==> src/rtl/rv_isa_pkg.sv <==
package rv_isa_pkg;

    localparam int DATA_W = 32;
    localparam int ADDR_W = 32;

    typedef logic [DATA_W-1:0] data_t;
    typedef logic [ADDR_W-1:0] addr_t;

    localparam data_t ZERO_WORD = '0;
    localparam addr_t ZERO_ADDR = '0;
    localparam addr_t PC_STEP   = 32'd4;  // Size of one instruction in bytes

    typedef enum logic [5:0] {
        OPENUM_NOP = 6'd0,  // No instruction
        OPENUM_LUI,
        OPENUM_AUIPC,
        OPENUM_JAL,
        OPENUM_JALR,
        OPENUM_BEQ,  // Branches stay consecutive from BEQ to BGEU
        OPENUM_BNE,
        OPENUM_BLT,
        OPENUM_BGE,
        OPENUM_BLTU,
        OPENUM_BGEU,
        OPENUM_ADD,
        OPENUM_SUB,
        OPENUM_SLL,
        OPENUM_SLT,
        OPENUM_SLTU,
        OPENUM_XOR,
        OPENUM_SRL,
        OPENUM_SRA,
        OPENUM_OR,
        OPENUM_AND,
        OPENUM_ADDI,
        OPENUM_SLLI,
        OPENUM_SLTI,
        OPENUM_SLTIU,
        OPENUM_XORI,
        OPENUM_SRLI,
        OPENUM_SRAI,
        OPENUM_ORI,
        OPENUM_ANDI
    } openum_t;

endpackage

==> src/rtl/rs_pkg.sv <==
package rs_pkg;

    import rv_isa_pkg::*;

    localparam int RS_DEPTH = 8;
    localparam int TAG_W    = 4;   // Reorder buffer index width
    localparam int RS_IDX_W = $clog2(RS_DEPTH);

    typedef logic [TAG_W-1:0]    tag_t;
    typedef logic [RS_IDX_W-1:0] rs_idx_t;

    // One station slot, operands hold either a value or the tag of their producer
    typedef struct packed {
        logic    busy;
        openum_t openum;
        data_t   v1;
        tag_t    q1;
        logic    r1;      // v1 holds a valid value
        data_t   v2;
        tag_t    q2;
        logic    r2;      // v2 holds a valid value
        data_t   imm;
        addr_t   pc;
        tag_t    dest;
    } rs_entry_t;

endpackage

==> src/rtl/issue_if.sv <==
`timescale 1ns/100ps

interface issue_if import rv_isa_pkg::*, rs_pkg::*; ();

    logic    valid;   // One cycle per issued instruction
    openum_t openum;
    data_t   v1;
    data_t   v2;
    data_t   imm;
    addr_t   pc;
    tag_t    dest;

    modport src (
        output valid,
        output openum,
        output v1,
        output v2,
        output imm,
        output pc,
        output dest
    );

    modport dst (
        input valid,
        input openum,
        input v1,
        input v2,
        input imm,
        input pc,
        input dest
    );

endinterface

==> src/rtl/cdb_if.sv <==
`timescale 1ns/100ps

interface cdb_if import rv_isa_pkg::*, rs_pkg::*; ();

    logic  valid;
    tag_t  tag;         // Producer tag, seen once per instruction
    data_t result;
    addr_t target_pc;
    logic  jump_flag;

    modport src (
        output valid,
        output tag,
        output result,
        output target_pc,
        output jump_flag
    );

    modport snoop (
        input valid,
        input tag,
        input result,
        input target_pc,
        input jump_flag
    );

endinterface

==> src/rtl/rs_station.sv <==
`timescale 1ns/100ps

module rs_station import rv_isa_pkg::*, rs_pkg::*; (
    input  logic    clk,
    input  logic    reset,
    input  logic    dispatch_valid,
    input  openum_t dispatch_openum,
    input  data_t   dispatch_v1,
    input  tag_t    dispatch_q1,
    input  logic    dispatch_r1,
    input  data_t   dispatch_v2,
    input  tag_t    dispatch_q2,
    input  logic    dispatch_r2,
    input  data_t   dispatch_imm,
    input  addr_t   dispatch_pc,
    input  tag_t    dispatch_dest,
    output logic    full,
    issue_if.src    issue,
    cdb_if.snoop    cdb
);

    rs_entry_t           entry_q [RS_DEPTH];
    logic [RS_DEPTH-1:0] busy_vec;
    logic [RS_DEPTH-1:0] ready_vec;
    rs_idx_t             free_idx;
    rs_idx_t             issue_idx;
    logic                issue_found;
    data_t               d_v1;
    data_t               d_v2;
    logic                d_r1;
    logic                d_r2;

    // Priority pick, lowest index wins
    function automatic rs_idx_t lowest_set(input logic [RS_DEPTH-1:0] vec);
        rs_idx_t idx;
        idx = '0;
        for (int i = RS_DEPTH - 1; i >= 0; i--) begin
            if (vec[i]) begin
                idx = rs_idx_t'(i);
            end
        end
        return idx;
    endfunction

    always_comb begin
        for (int i = 0; i < RS_DEPTH; i++) begin
            busy_vec[i]  = entry_q[i].busy;
            ready_vec[i] = entry_q[i].busy && entry_q[i].r1 && entry_q[i].r2;
        end
    end

    assign full        = &busy_vec;
    assign free_idx    = lowest_set(~busy_vec);
    assign issue_found = |ready_vec;
    assign issue_idx   = lowest_set(ready_vec);

    // Catch a producer that broadcasts in the dispatch cycle
    always_comb begin
        d_v1 = dispatch_v1;
        d_r1 = dispatch_r1;
        d_v2 = dispatch_v2;
        d_r2 = dispatch_r2;
        if (!dispatch_r1 && cdb.valid && (cdb.tag == dispatch_q1)) begin
            d_v1 = cdb.result;
            d_r1 = 1'b1;
        end
        if (!dispatch_r2 && cdb.valid && (cdb.tag == dispatch_q2)) begin
            d_v2 = cdb.result;
            d_r2 = 1'b1;
        end
    end

    always_ff @(posedge clk) begin
        if (reset) begin
            for (int i = 0; i < RS_DEPTH; i++) begin
                entry_q[i].busy <= 1'b0;
            end
        end else begin
            for (int i = 0; i < RS_DEPTH; i++) begin
                if (cdb.valid && entry_q[i].busy) begin  // Wakeup from CDB
                    if (!entry_q[i].r1 && (entry_q[i].q1 == cdb.tag)) begin
                        entry_q[i].v1 <= cdb.result;
                        entry_q[i].r1 <= 1'b1;
                    end
                    if (!entry_q[i].r2 && (entry_q[i].q2 == cdb.tag)) begin
                        entry_q[i].v2 <= cdb.result;
                        entry_q[i].r2 <= 1'b1;
                    end
                end
            end
            if (issue_found) begin
                entry_q[issue_idx].busy <= 1'b0;
            end
            if (dispatch_valid && !full) begin
                entry_q[free_idx] <= '{
                    busy:   1'b1,
                    openum: dispatch_openum,
                    v1:     d_v1,
                    q1:     dispatch_q1,
                    r1:     d_r1,
                    v2:     d_v2,
                    q2:     dispatch_q2,
                    r2:     d_r2,
                    imm:    dispatch_imm,
                    pc:     dispatch_pc,
                    dest:   dispatch_dest
                };
            end
        end
    end

    assign issue.valid  = issue_found;
    assign issue.openum = entry_q[issue_idx].openum;
    assign issue.v1     = entry_q[issue_idx].v1;
    assign issue.v2     = entry_q[issue_idx].v2;
    assign issue.imm    = entry_q[issue_idx].imm;
    assign issue.pc     = entry_q[issue_idx].pc;
    assign issue.dest   = entry_q[issue_idx].dest;

    a_no_dispatch_when_full: assert property (
        @(posedge clk) disable iff (reset) dispatch_valid |-> !full
    ) else $error("rs_station: dispatch while full");

    a_issue_not_nop: assert property (
        @(posedge clk) disable iff (reset) issue.valid |-> (issue.openum != OPENUM_NOP)
    ) else $error("rs_station: NOP issued, openum=%h", issue.openum);

endmodule

==> src/rtl/rs_ex.sv <==
`timescale 1ns/100ps

module rs_ex import rv_isa_pkg::*, rs_pkg::*; (
    input  logic clk,
    input  logic reset,
    issue_if.dst issue,
    cdb_if.src   cdb
);

    data_t      result;
    addr_t      target_pc;
    logic       jump_flag;
    logic [4:0] shamt_r;
    logic [4:0] shamt_i;

    logic       valid_q;
    logic       jump_flag_q;
    tag_t       tag_q;
    data_t      result_q;
    addr_t      target_pc_q;

    assign shamt_r = issue.v2[4:0];
    assign shamt_i = issue.imm[4:0];

    always_comb begin
        result    = ZERO_WORD;
        target_pc = ZERO_ADDR;
        jump_flag = 1'b0;
        case (issue.valid ? issue.openum : OPENUM_NOP)  // Idle cycles decode as NOP
            OPENUM_LUI:   result = issue.imm;
            OPENUM_AUIPC: result = issue.pc + issue.imm;
            OPENUM_JAL: begin
                target_pc = issue.pc + issue.imm;
                result    = issue.pc + PC_STEP;
                jump_flag = 1'b1;
            end
            OPENUM_JALR: begin
                target_pc = issue.v1 + issue.imm;
                result    = issue.pc + PC_STEP;
                jump_flag = 1'b1;
            end
            OPENUM_BEQ:   jump_flag = (issue.v1 == issue.v2);
            OPENUM_BNE:   jump_flag = (issue.v1 != issue.v2);
            OPENUM_BLT:   jump_flag = ($signed(issue.v1) < $signed(issue.v2));
            OPENUM_BGE:   jump_flag = ($signed(issue.v1) >= $signed(issue.v2));
            OPENUM_BLTU:  jump_flag = (issue.v1 < issue.v2);
            OPENUM_BGEU:  jump_flag = (issue.v1 >= issue.v2);
            OPENUM_ADD:   result = issue.v1 + issue.v2;
            OPENUM_SUB:   result = issue.v1 - issue.v2;
            OPENUM_SLL:   result = issue.v1 << shamt_r;
            OPENUM_SLT:   result = data_t'($signed(issue.v1) < $signed(issue.v2));
            OPENUM_SLTU:  result = data_t'(issue.v1 < issue.v2);
            OPENUM_XOR:   result = issue.v1 ^ issue.v2;
            OPENUM_SRL:   result = issue.v1 >> shamt_r;
            OPENUM_SRA:   result = data_t'($signed(issue.v1) >>> shamt_r);
            OPENUM_OR:    result = issue.v1 | issue.v2;
            OPENUM_AND:   result = issue.v1 & issue.v2;
            OPENUM_ADDI:  result = issue.v1 + issue.imm;
            OPENUM_SLLI:  result = issue.v1 << shamt_i;
            OPENUM_SLTI:  result = data_t'($signed(issue.v1) < $signed(issue.imm));
            OPENUM_SLTIU: result = data_t'(issue.v1 < issue.imm);
            OPENUM_XORI:  result = issue.v1 ^ issue.imm;
            OPENUM_SRLI:  result = issue.v1 >> shamt_i;
            OPENUM_SRAI:  result = data_t'($signed(issue.v1) >>> shamt_i);
            OPENUM_ORI:   result = issue.v1 | issue.imm;
            OPENUM_ANDI:  result = issue.v1 & issue.imm;
            default: ;
        endcase

        // Branches report the taken condition in result as well
        if (issue.openum inside {[OPENUM_BEQ:OPENUM_BGEU]}) begin
            target_pc = issue.pc + issue.imm;
            result    = data_t'(jump_flag);
        end
    end

    always_ff @(posedge clk) begin
        if (reset) begin
            valid_q     <= 1'b0;
            jump_flag_q <= 1'b0;
        end else begin
            valid_q     <= issue.valid;
            jump_flag_q <= jump_flag;
        end
    end

    always_ff @(posedge clk) begin
        tag_q       <= issue.dest;
        result_q    <= result;
        target_pc_q <= target_pc;
    end

    assign cdb.valid     = valid_q;
    assign cdb.tag       = tag_q;
    assign cdb.result    = result_q;
    assign cdb.target_pc = target_pc_q;
    assign cdb.jump_flag = jump_flag_q;

    a_jump_needs_valid: assert property (
        @(posedge clk) disable iff (reset) cdb.jump_flag |-> cdb.valid
    ) else $error("rs_ex: jump_flag without CDB valid");

endmodule

==> src/rtl/rs_alu_top.sv <==
`timescale 1ns/100ps

module rs_alu_top import rv_isa_pkg::*, rs_pkg::*; (
    input  logic    clk,
    input  logic    reset,
    input  logic    dispatch_valid,
    input  openum_t dispatch_openum,
    input  data_t   dispatch_v1,
    input  tag_t    dispatch_q1,
    input  logic    dispatch_r1,
    input  data_t   dispatch_v2,
    input  tag_t    dispatch_q2,
    input  logic    dispatch_r2,
    input  data_t   dispatch_imm,
    input  addr_t   dispatch_pc,
    input  tag_t    dispatch_dest,
    output logic    full,
    output logic    cdb_valid,
    output tag_t    cdb_tag,
    output data_t   cdb_result,
    output addr_t   cdb_target_pc,
    output logic    cdb_jump_flag
);

    issue_if issue_bus ();
    cdb_if   cdb_bus ();

    rs_station rs_station_i (
        .clk             (clk),
        .reset           (reset),
        .dispatch_valid  (dispatch_valid),
        .dispatch_openum (dispatch_openum),
        .dispatch_v1     (dispatch_v1),
        .dispatch_q1     (dispatch_q1),
        .dispatch_r1     (dispatch_r1),
        .dispatch_v2     (dispatch_v2),
        .dispatch_q2     (dispatch_q2),
        .dispatch_r2     (dispatch_r2),
        .dispatch_imm    (dispatch_imm),
        .dispatch_pc     (dispatch_pc),
        .dispatch_dest   (dispatch_dest),
        .full            (full),
        .issue           (issue_bus.src),
        .cdb             (cdb_bus.snoop)
    );

    rs_ex rs_ex_i (
        .clk   (clk),
        .reset (reset),
        .issue (issue_bus.dst),
        .cdb   (cdb_bus.src)
    );

    // CDB also leaves the block for the reorder buffer
    assign cdb_valid     = cdb_bus.valid;
    assign cdb_tag       = cdb_bus.tag;
    assign cdb_result    = cdb_bus.result;
    assign cdb_target_pc = cdb_bus.target_pc;
    assign cdb_jump_flag = cdb_bus.jump_flag;

endmodule

==> config.mk <==
export PLATFORM = sky130hd
export DESIGN_NAME = rs_alu_top
export DESIGN_NICKNAME = d
export VERILOG_FILES = /design/src/rtl/rv_isa_pkg.sv /design/src/rtl/rs_pkg.sv /design/src/rtl/issue_if.sv /design/src/rtl/cdb_if.sv /design/src/rtl/rs_station.sv /design/src/rtl/rs_ex.sv /design/src/rtl/rs_alu_top.sv
export SDC_FILE = /design/constraint.sdc
export NUM_CORES = 2
export LEC_CHECK = 0
export ABC_CLOCK_PERIOD_IN_PS = 6400
export BUFFER_PORTS_ARGS = -buffer_cell sky130_fd_sc_hd__buf_2
export CAP_MARGIN = 20
export CELL_PAD_IN_SITES_DETAIL_PLACEMENT = 1
export CELL_PAD_IN_SITES_GLOBAL_PLACEMENT = 2
export CORE_ASPECT_RATIO = 0.8
export CORE_MARGIN = 2
export CORE_UTILIZATION = 24
export DETAILED_ROUTE_END_ITERATION = 12
export PLACE_DENSITY_LB_ADDON = 0.05
export SYNTH_ARGS = -nofsm -noshare
export SYNTH_HDL_FRONTEND = slang
export SYNTH_HIERARCHICAL = 1
export SYNTH_SLANG_ARGS = --single-unit
==> constraint.sdc <==
create_clock -name clk -period 6.4 [get_ports clk]
set_clock_uncertainty 0.1 [all_clocks]
set_input_delay 0.64 -clock clk [delete_from_list [all_inputs] [get_ports clk]]
set_output_delay 0.64 -clock clk [all_outputs]
set_load 0.01 [all_outputs]
==> results by group <==
Placed design
  – Dpl cells: ~11000
  – Hpwl dp: 276000 um
  – Routability congestion estimate: ~0.95
  – Dpl cell area: ~0.084 mm2
  – Port bufs: 221

Detailed routing
  – Number of DRC markers in iteration 0: about 5400
  – Vias per cell: 5.28
  – Post-DR wirelength/cell: 34.3 um
  – Final wirelength: roughly 390000 um
  – DRC viols: 0
  – Vias post-DR: 59500
  – DRT antenna net count: 0
  – Drt pass-1 iters: 6

Finish
  – Most frequent cells in the layout: edfxtp_1, buf_4, nand2_1
  – Syn-to-layout area delta: 25.5%
  – Register area: between 0.03 and 0.04 mm2
  – Fin area: between 0.08 and 0.09 mm2
  – # fillers: 32600
  – Fraction of layout cells with a size suffix above 1: 0.275
  – Nets: roughly 7500
  – Commonest non-fill, non-tap cell in the layout: edfxtp_1
  – Non-Filler Instances: roughly 11000
  – Core Util, Final: 0.302
  – Multi-input gate area: around 0.033 mm2

Synth
  – Synth top area share: 0.489
  – Synthesized flop and latch total: 1262
  – Top FF cell, synth: edfxtp_1
  – Synth unique cells: 120
  – Async S/R FF share, synth: 0
  – Syn_area_per_cell: between 10 and 15 um2
  – Cell taking the most area after synthesis: edfxtp_1
  – Cell Area, Synth: between 0.07 and 0.08 mm2
  – Syn_nets: approximately 6600
  – Synth warnings: 6
  – Cell count after synthesis: 6292
  – Number of synthesized flops with an enable pin: 1168
  – Top post-synthesis cells by area: edfxtp_1, mux2_2, mux2i_1, nand2_1, a221oi_1
  – Seq/Total Area, Yosys: 0.516

Clock network
  – Reg clk slew, reported paths: 60 ps
  – CTS HTree Levels: 4
  – Worst skew pair latency: 860 ps
  – CTS Sinks: between 1000 and 1500
  – Root Driver: clkbuf_16
  – Total CTS buffers: 160
  – CTS tree: yes
  – Bufs on Longest Clock Path: 4

Setup path
  – Setup crit start kind: flip-flop
  – Worst EP required: about 7000 ps
  – CP Capture Type: flip-flop
  – Worst EP arrival: around 6900 ps
  – CP max FO: 14
  – Crit path kind: flip-flop to flip-flop
  – R2R Setup Slk: 70 ps

Global route
  – First-pass GRT wire length: approximately 530000 um
  – Initial antenna violation count: 68
  – Total global routing overflow: 0
  – Overall global routing resource usage: 0.247
  – Largest net degree at the start of global routing: 97
  – Vias in the first global route: between 50000 and 60000

Die
  – Die Area: just over 0.3 mm2
  – Die Ht: ~490 um
  – Rows: between 150 and 200
  – Core area: just under 0.3 mm2
  – Die width: just over 600 um
  – IO Pins: between 200 and 250
  – Starting Density: 0.241

STA
  – RSZ-0062 raised after global routing: true
  – Worst-margin pin slew: roughly 1300 ps
  – Final period utilization: 0.990
  – Slew HR: 0.138
  – Slew Limit Fails: 0
  – Shortest period the worst path allows: between 6000 and 7000 ps
  – FMAX: ~160 MHz
  – Final hold vios: 0
  – Setup violations, final: 0

Hold path
  – Hold WC Path Type: input port to flip-flop

Power and ir drop
  – Switching Fraction: 0.338
  – Psw: 8880 uW
  – Leak Pwr: ~0.034 uW
  – Comb power frac: 0.306
  – Worst vdd ir: about 180 uV
  – Clock power frac: 0.333
  – Pwr dens: 292 mW/mm2
  – P_int: approximately 17000 uW
  – Sequential share of power: 0.360

Flow run
  – Maxcap violations: 0

Status
  – Outcome: completed
-- Yosys cell counts, types with 15 or more instances --
cell / n
a211oi_1: 126
a21o_1: 52
a21oi_1: 323
a221o_1: 19
a221oi_1: 235
a22o_1: 107
a22oi_1: 25
a311oi_1: 22
a31oi_1: 23
and2_1: 22
and3_1: 97
buf_1: 33
buf_2: 109
buf_4: 51
buf_6: 18
clkbuf_1: 296
dfxtp_1: 94
edfxtp_1: 1168
ha_1: 158
inv_1: 142
mux2_1: 71
mux2_2: 463
mux2i_1: 332
nand2_1: 669
nand2b_1: 39
nand3_1: 99
nand4_1: 50
nor2_1: 238
nor2b_1: 15
nor3_1: 97
nor4_1: 16
o2111ai_1: 17
o211ai_1: 41
o21a_1: 15
o21ai_0: 256
o21bai_1: 33
o221ai_1: 22
o22ai_1: 175
o31ai_1: 34
or3_1: 54
xnor2_1: 164
xor2_1: 31
-- registers in the layout, indices dropped and copies added (netlist names) --
signal	cells
rs_ex_i/cdb.jump_flag	1
rs_ex_i/cdb.result	32
rs_ex_i/cdb.tag	4
rs_ex_i/cdb.target_pc	32
rs_ex_i/cdb.valid	1
rs_station_i/entry_q	1192
-- final cells by class --
type,instances,area share
Multi-Input combinational cell,4372,0.363
Clock buffer,207,0.0480
Inverter,146,0.00629
Tap cell,3982,0.0554
Antenna cell,13,0.000362
Clock inverter,66,0.00612
Timing Repair Buffer,1219,0.110
Sequential cell,1262,0.411
-- metrics by stage --
step	hold WS (ps)	total power (uW)	setup slack [ps]	setup TNS [ps]
after CTS	0.460	26500	20.3	0
after global placement	424	17500	-907	-2230
after floorplan	374	13300	131	0
after detailed placement	424	17500	-400	-1150
final	65.7	26300	65.8	0
after global routing	15.7	27300	-30.1	-30.1
-- worst paths after layout --
kind,from,endpoint,cells after the start
setup reg to reg,rs_station_i/entry_q[4][68]$_DFF_P_,rs_ex_i/cdb.result[0]$_DFF_P_,22
hold reg to reg,rs_station_i/entry_q[4][105]$_DFF_P_,rs_station_i/entry_q[4][105]$_DFF_P_,1
setup / recovery,rs_station_i/entry_q[4][68]$_DFF_P_,rs_ex_i/cdb.result[0]$_DFF_P_,22
hold / removal,dispatch_q1[2],rs_station_i/entry_q[1][108]$_DFFE_PP_,1
-- repair_timing --
action                                 in CTS  in global routing
setup endpoints to repair                   8                 16
pin swaps                                   1                  4
endpoints found under the hold margin     574                  0
buffers inserted                            1                  5
hold buffers                               80                  0
resized for setup                           6                 25
-- metal layers --
layer  up-vias  part of all wire  global-route usage
met2      1608              0.43               0.376
met1     31400              0.50               0.373
li1      26100                 -                   -
met4        24             0.020              0.0480
met3       366             0.050              0.0319
met5         -           0.00040                   0
-- logic make-up (layout without fill, tap and decap cells) --
| kind of cell | Yosys count | in the layout | share of synthesized area |
|---|---|---|---|
| compound gates | 1661 | 1661 | 0.162 |
| simple gates | 1485 | 1485 | 0.0977 |
| flops | 1262 | 1262 | 0.516 |
| mux | 869 | 869 | 0.131 |
| buf+inv | 658 | 1638 | 0.0412 |
| xor+xnor | 195 | 195 | 0.0238 |
| fa+ha+maj | 162 | 162 | 0.0287 |
| other cells | 0 | 13 | 0 |
-- power groups by stage --
stage | logic [uW] | clock network, uW | registers, uW
2_1_floorplan | 3720 | 0 | 9600
3_3_place_gp | 7850 | 0 | 9640
3_5_place_dp | 7870 | 0 | 9650
4_1_cts | 7950 | 9040 | 9470
5_1_grt | 8450 | 9340 | 9480
6_report | 8050 | 8750 | 9470
-- worst max-delay path, cell delays in order (launching register included) --
cell and delay, ps:
dfxtp_1 390, nand3_1 290, nand2b_1 310, a41oi_4 280, buf_12 200, buf_4 260, a221oi_1 80, o22ai_1 260
buf_4 300, nand3b_4 370, buf_4 200, nor3_1 90, a32oi_1 290, o41ai_1 190, nor4_1 480, buf_4 210
o221ai_1 400, a221oi_2 370, o2111ai_1 260, buf_4 240, a211oi_1 240, buf_4 190, o211ai_1 90
Note: power is estimated with default switching activity, not from simulation.
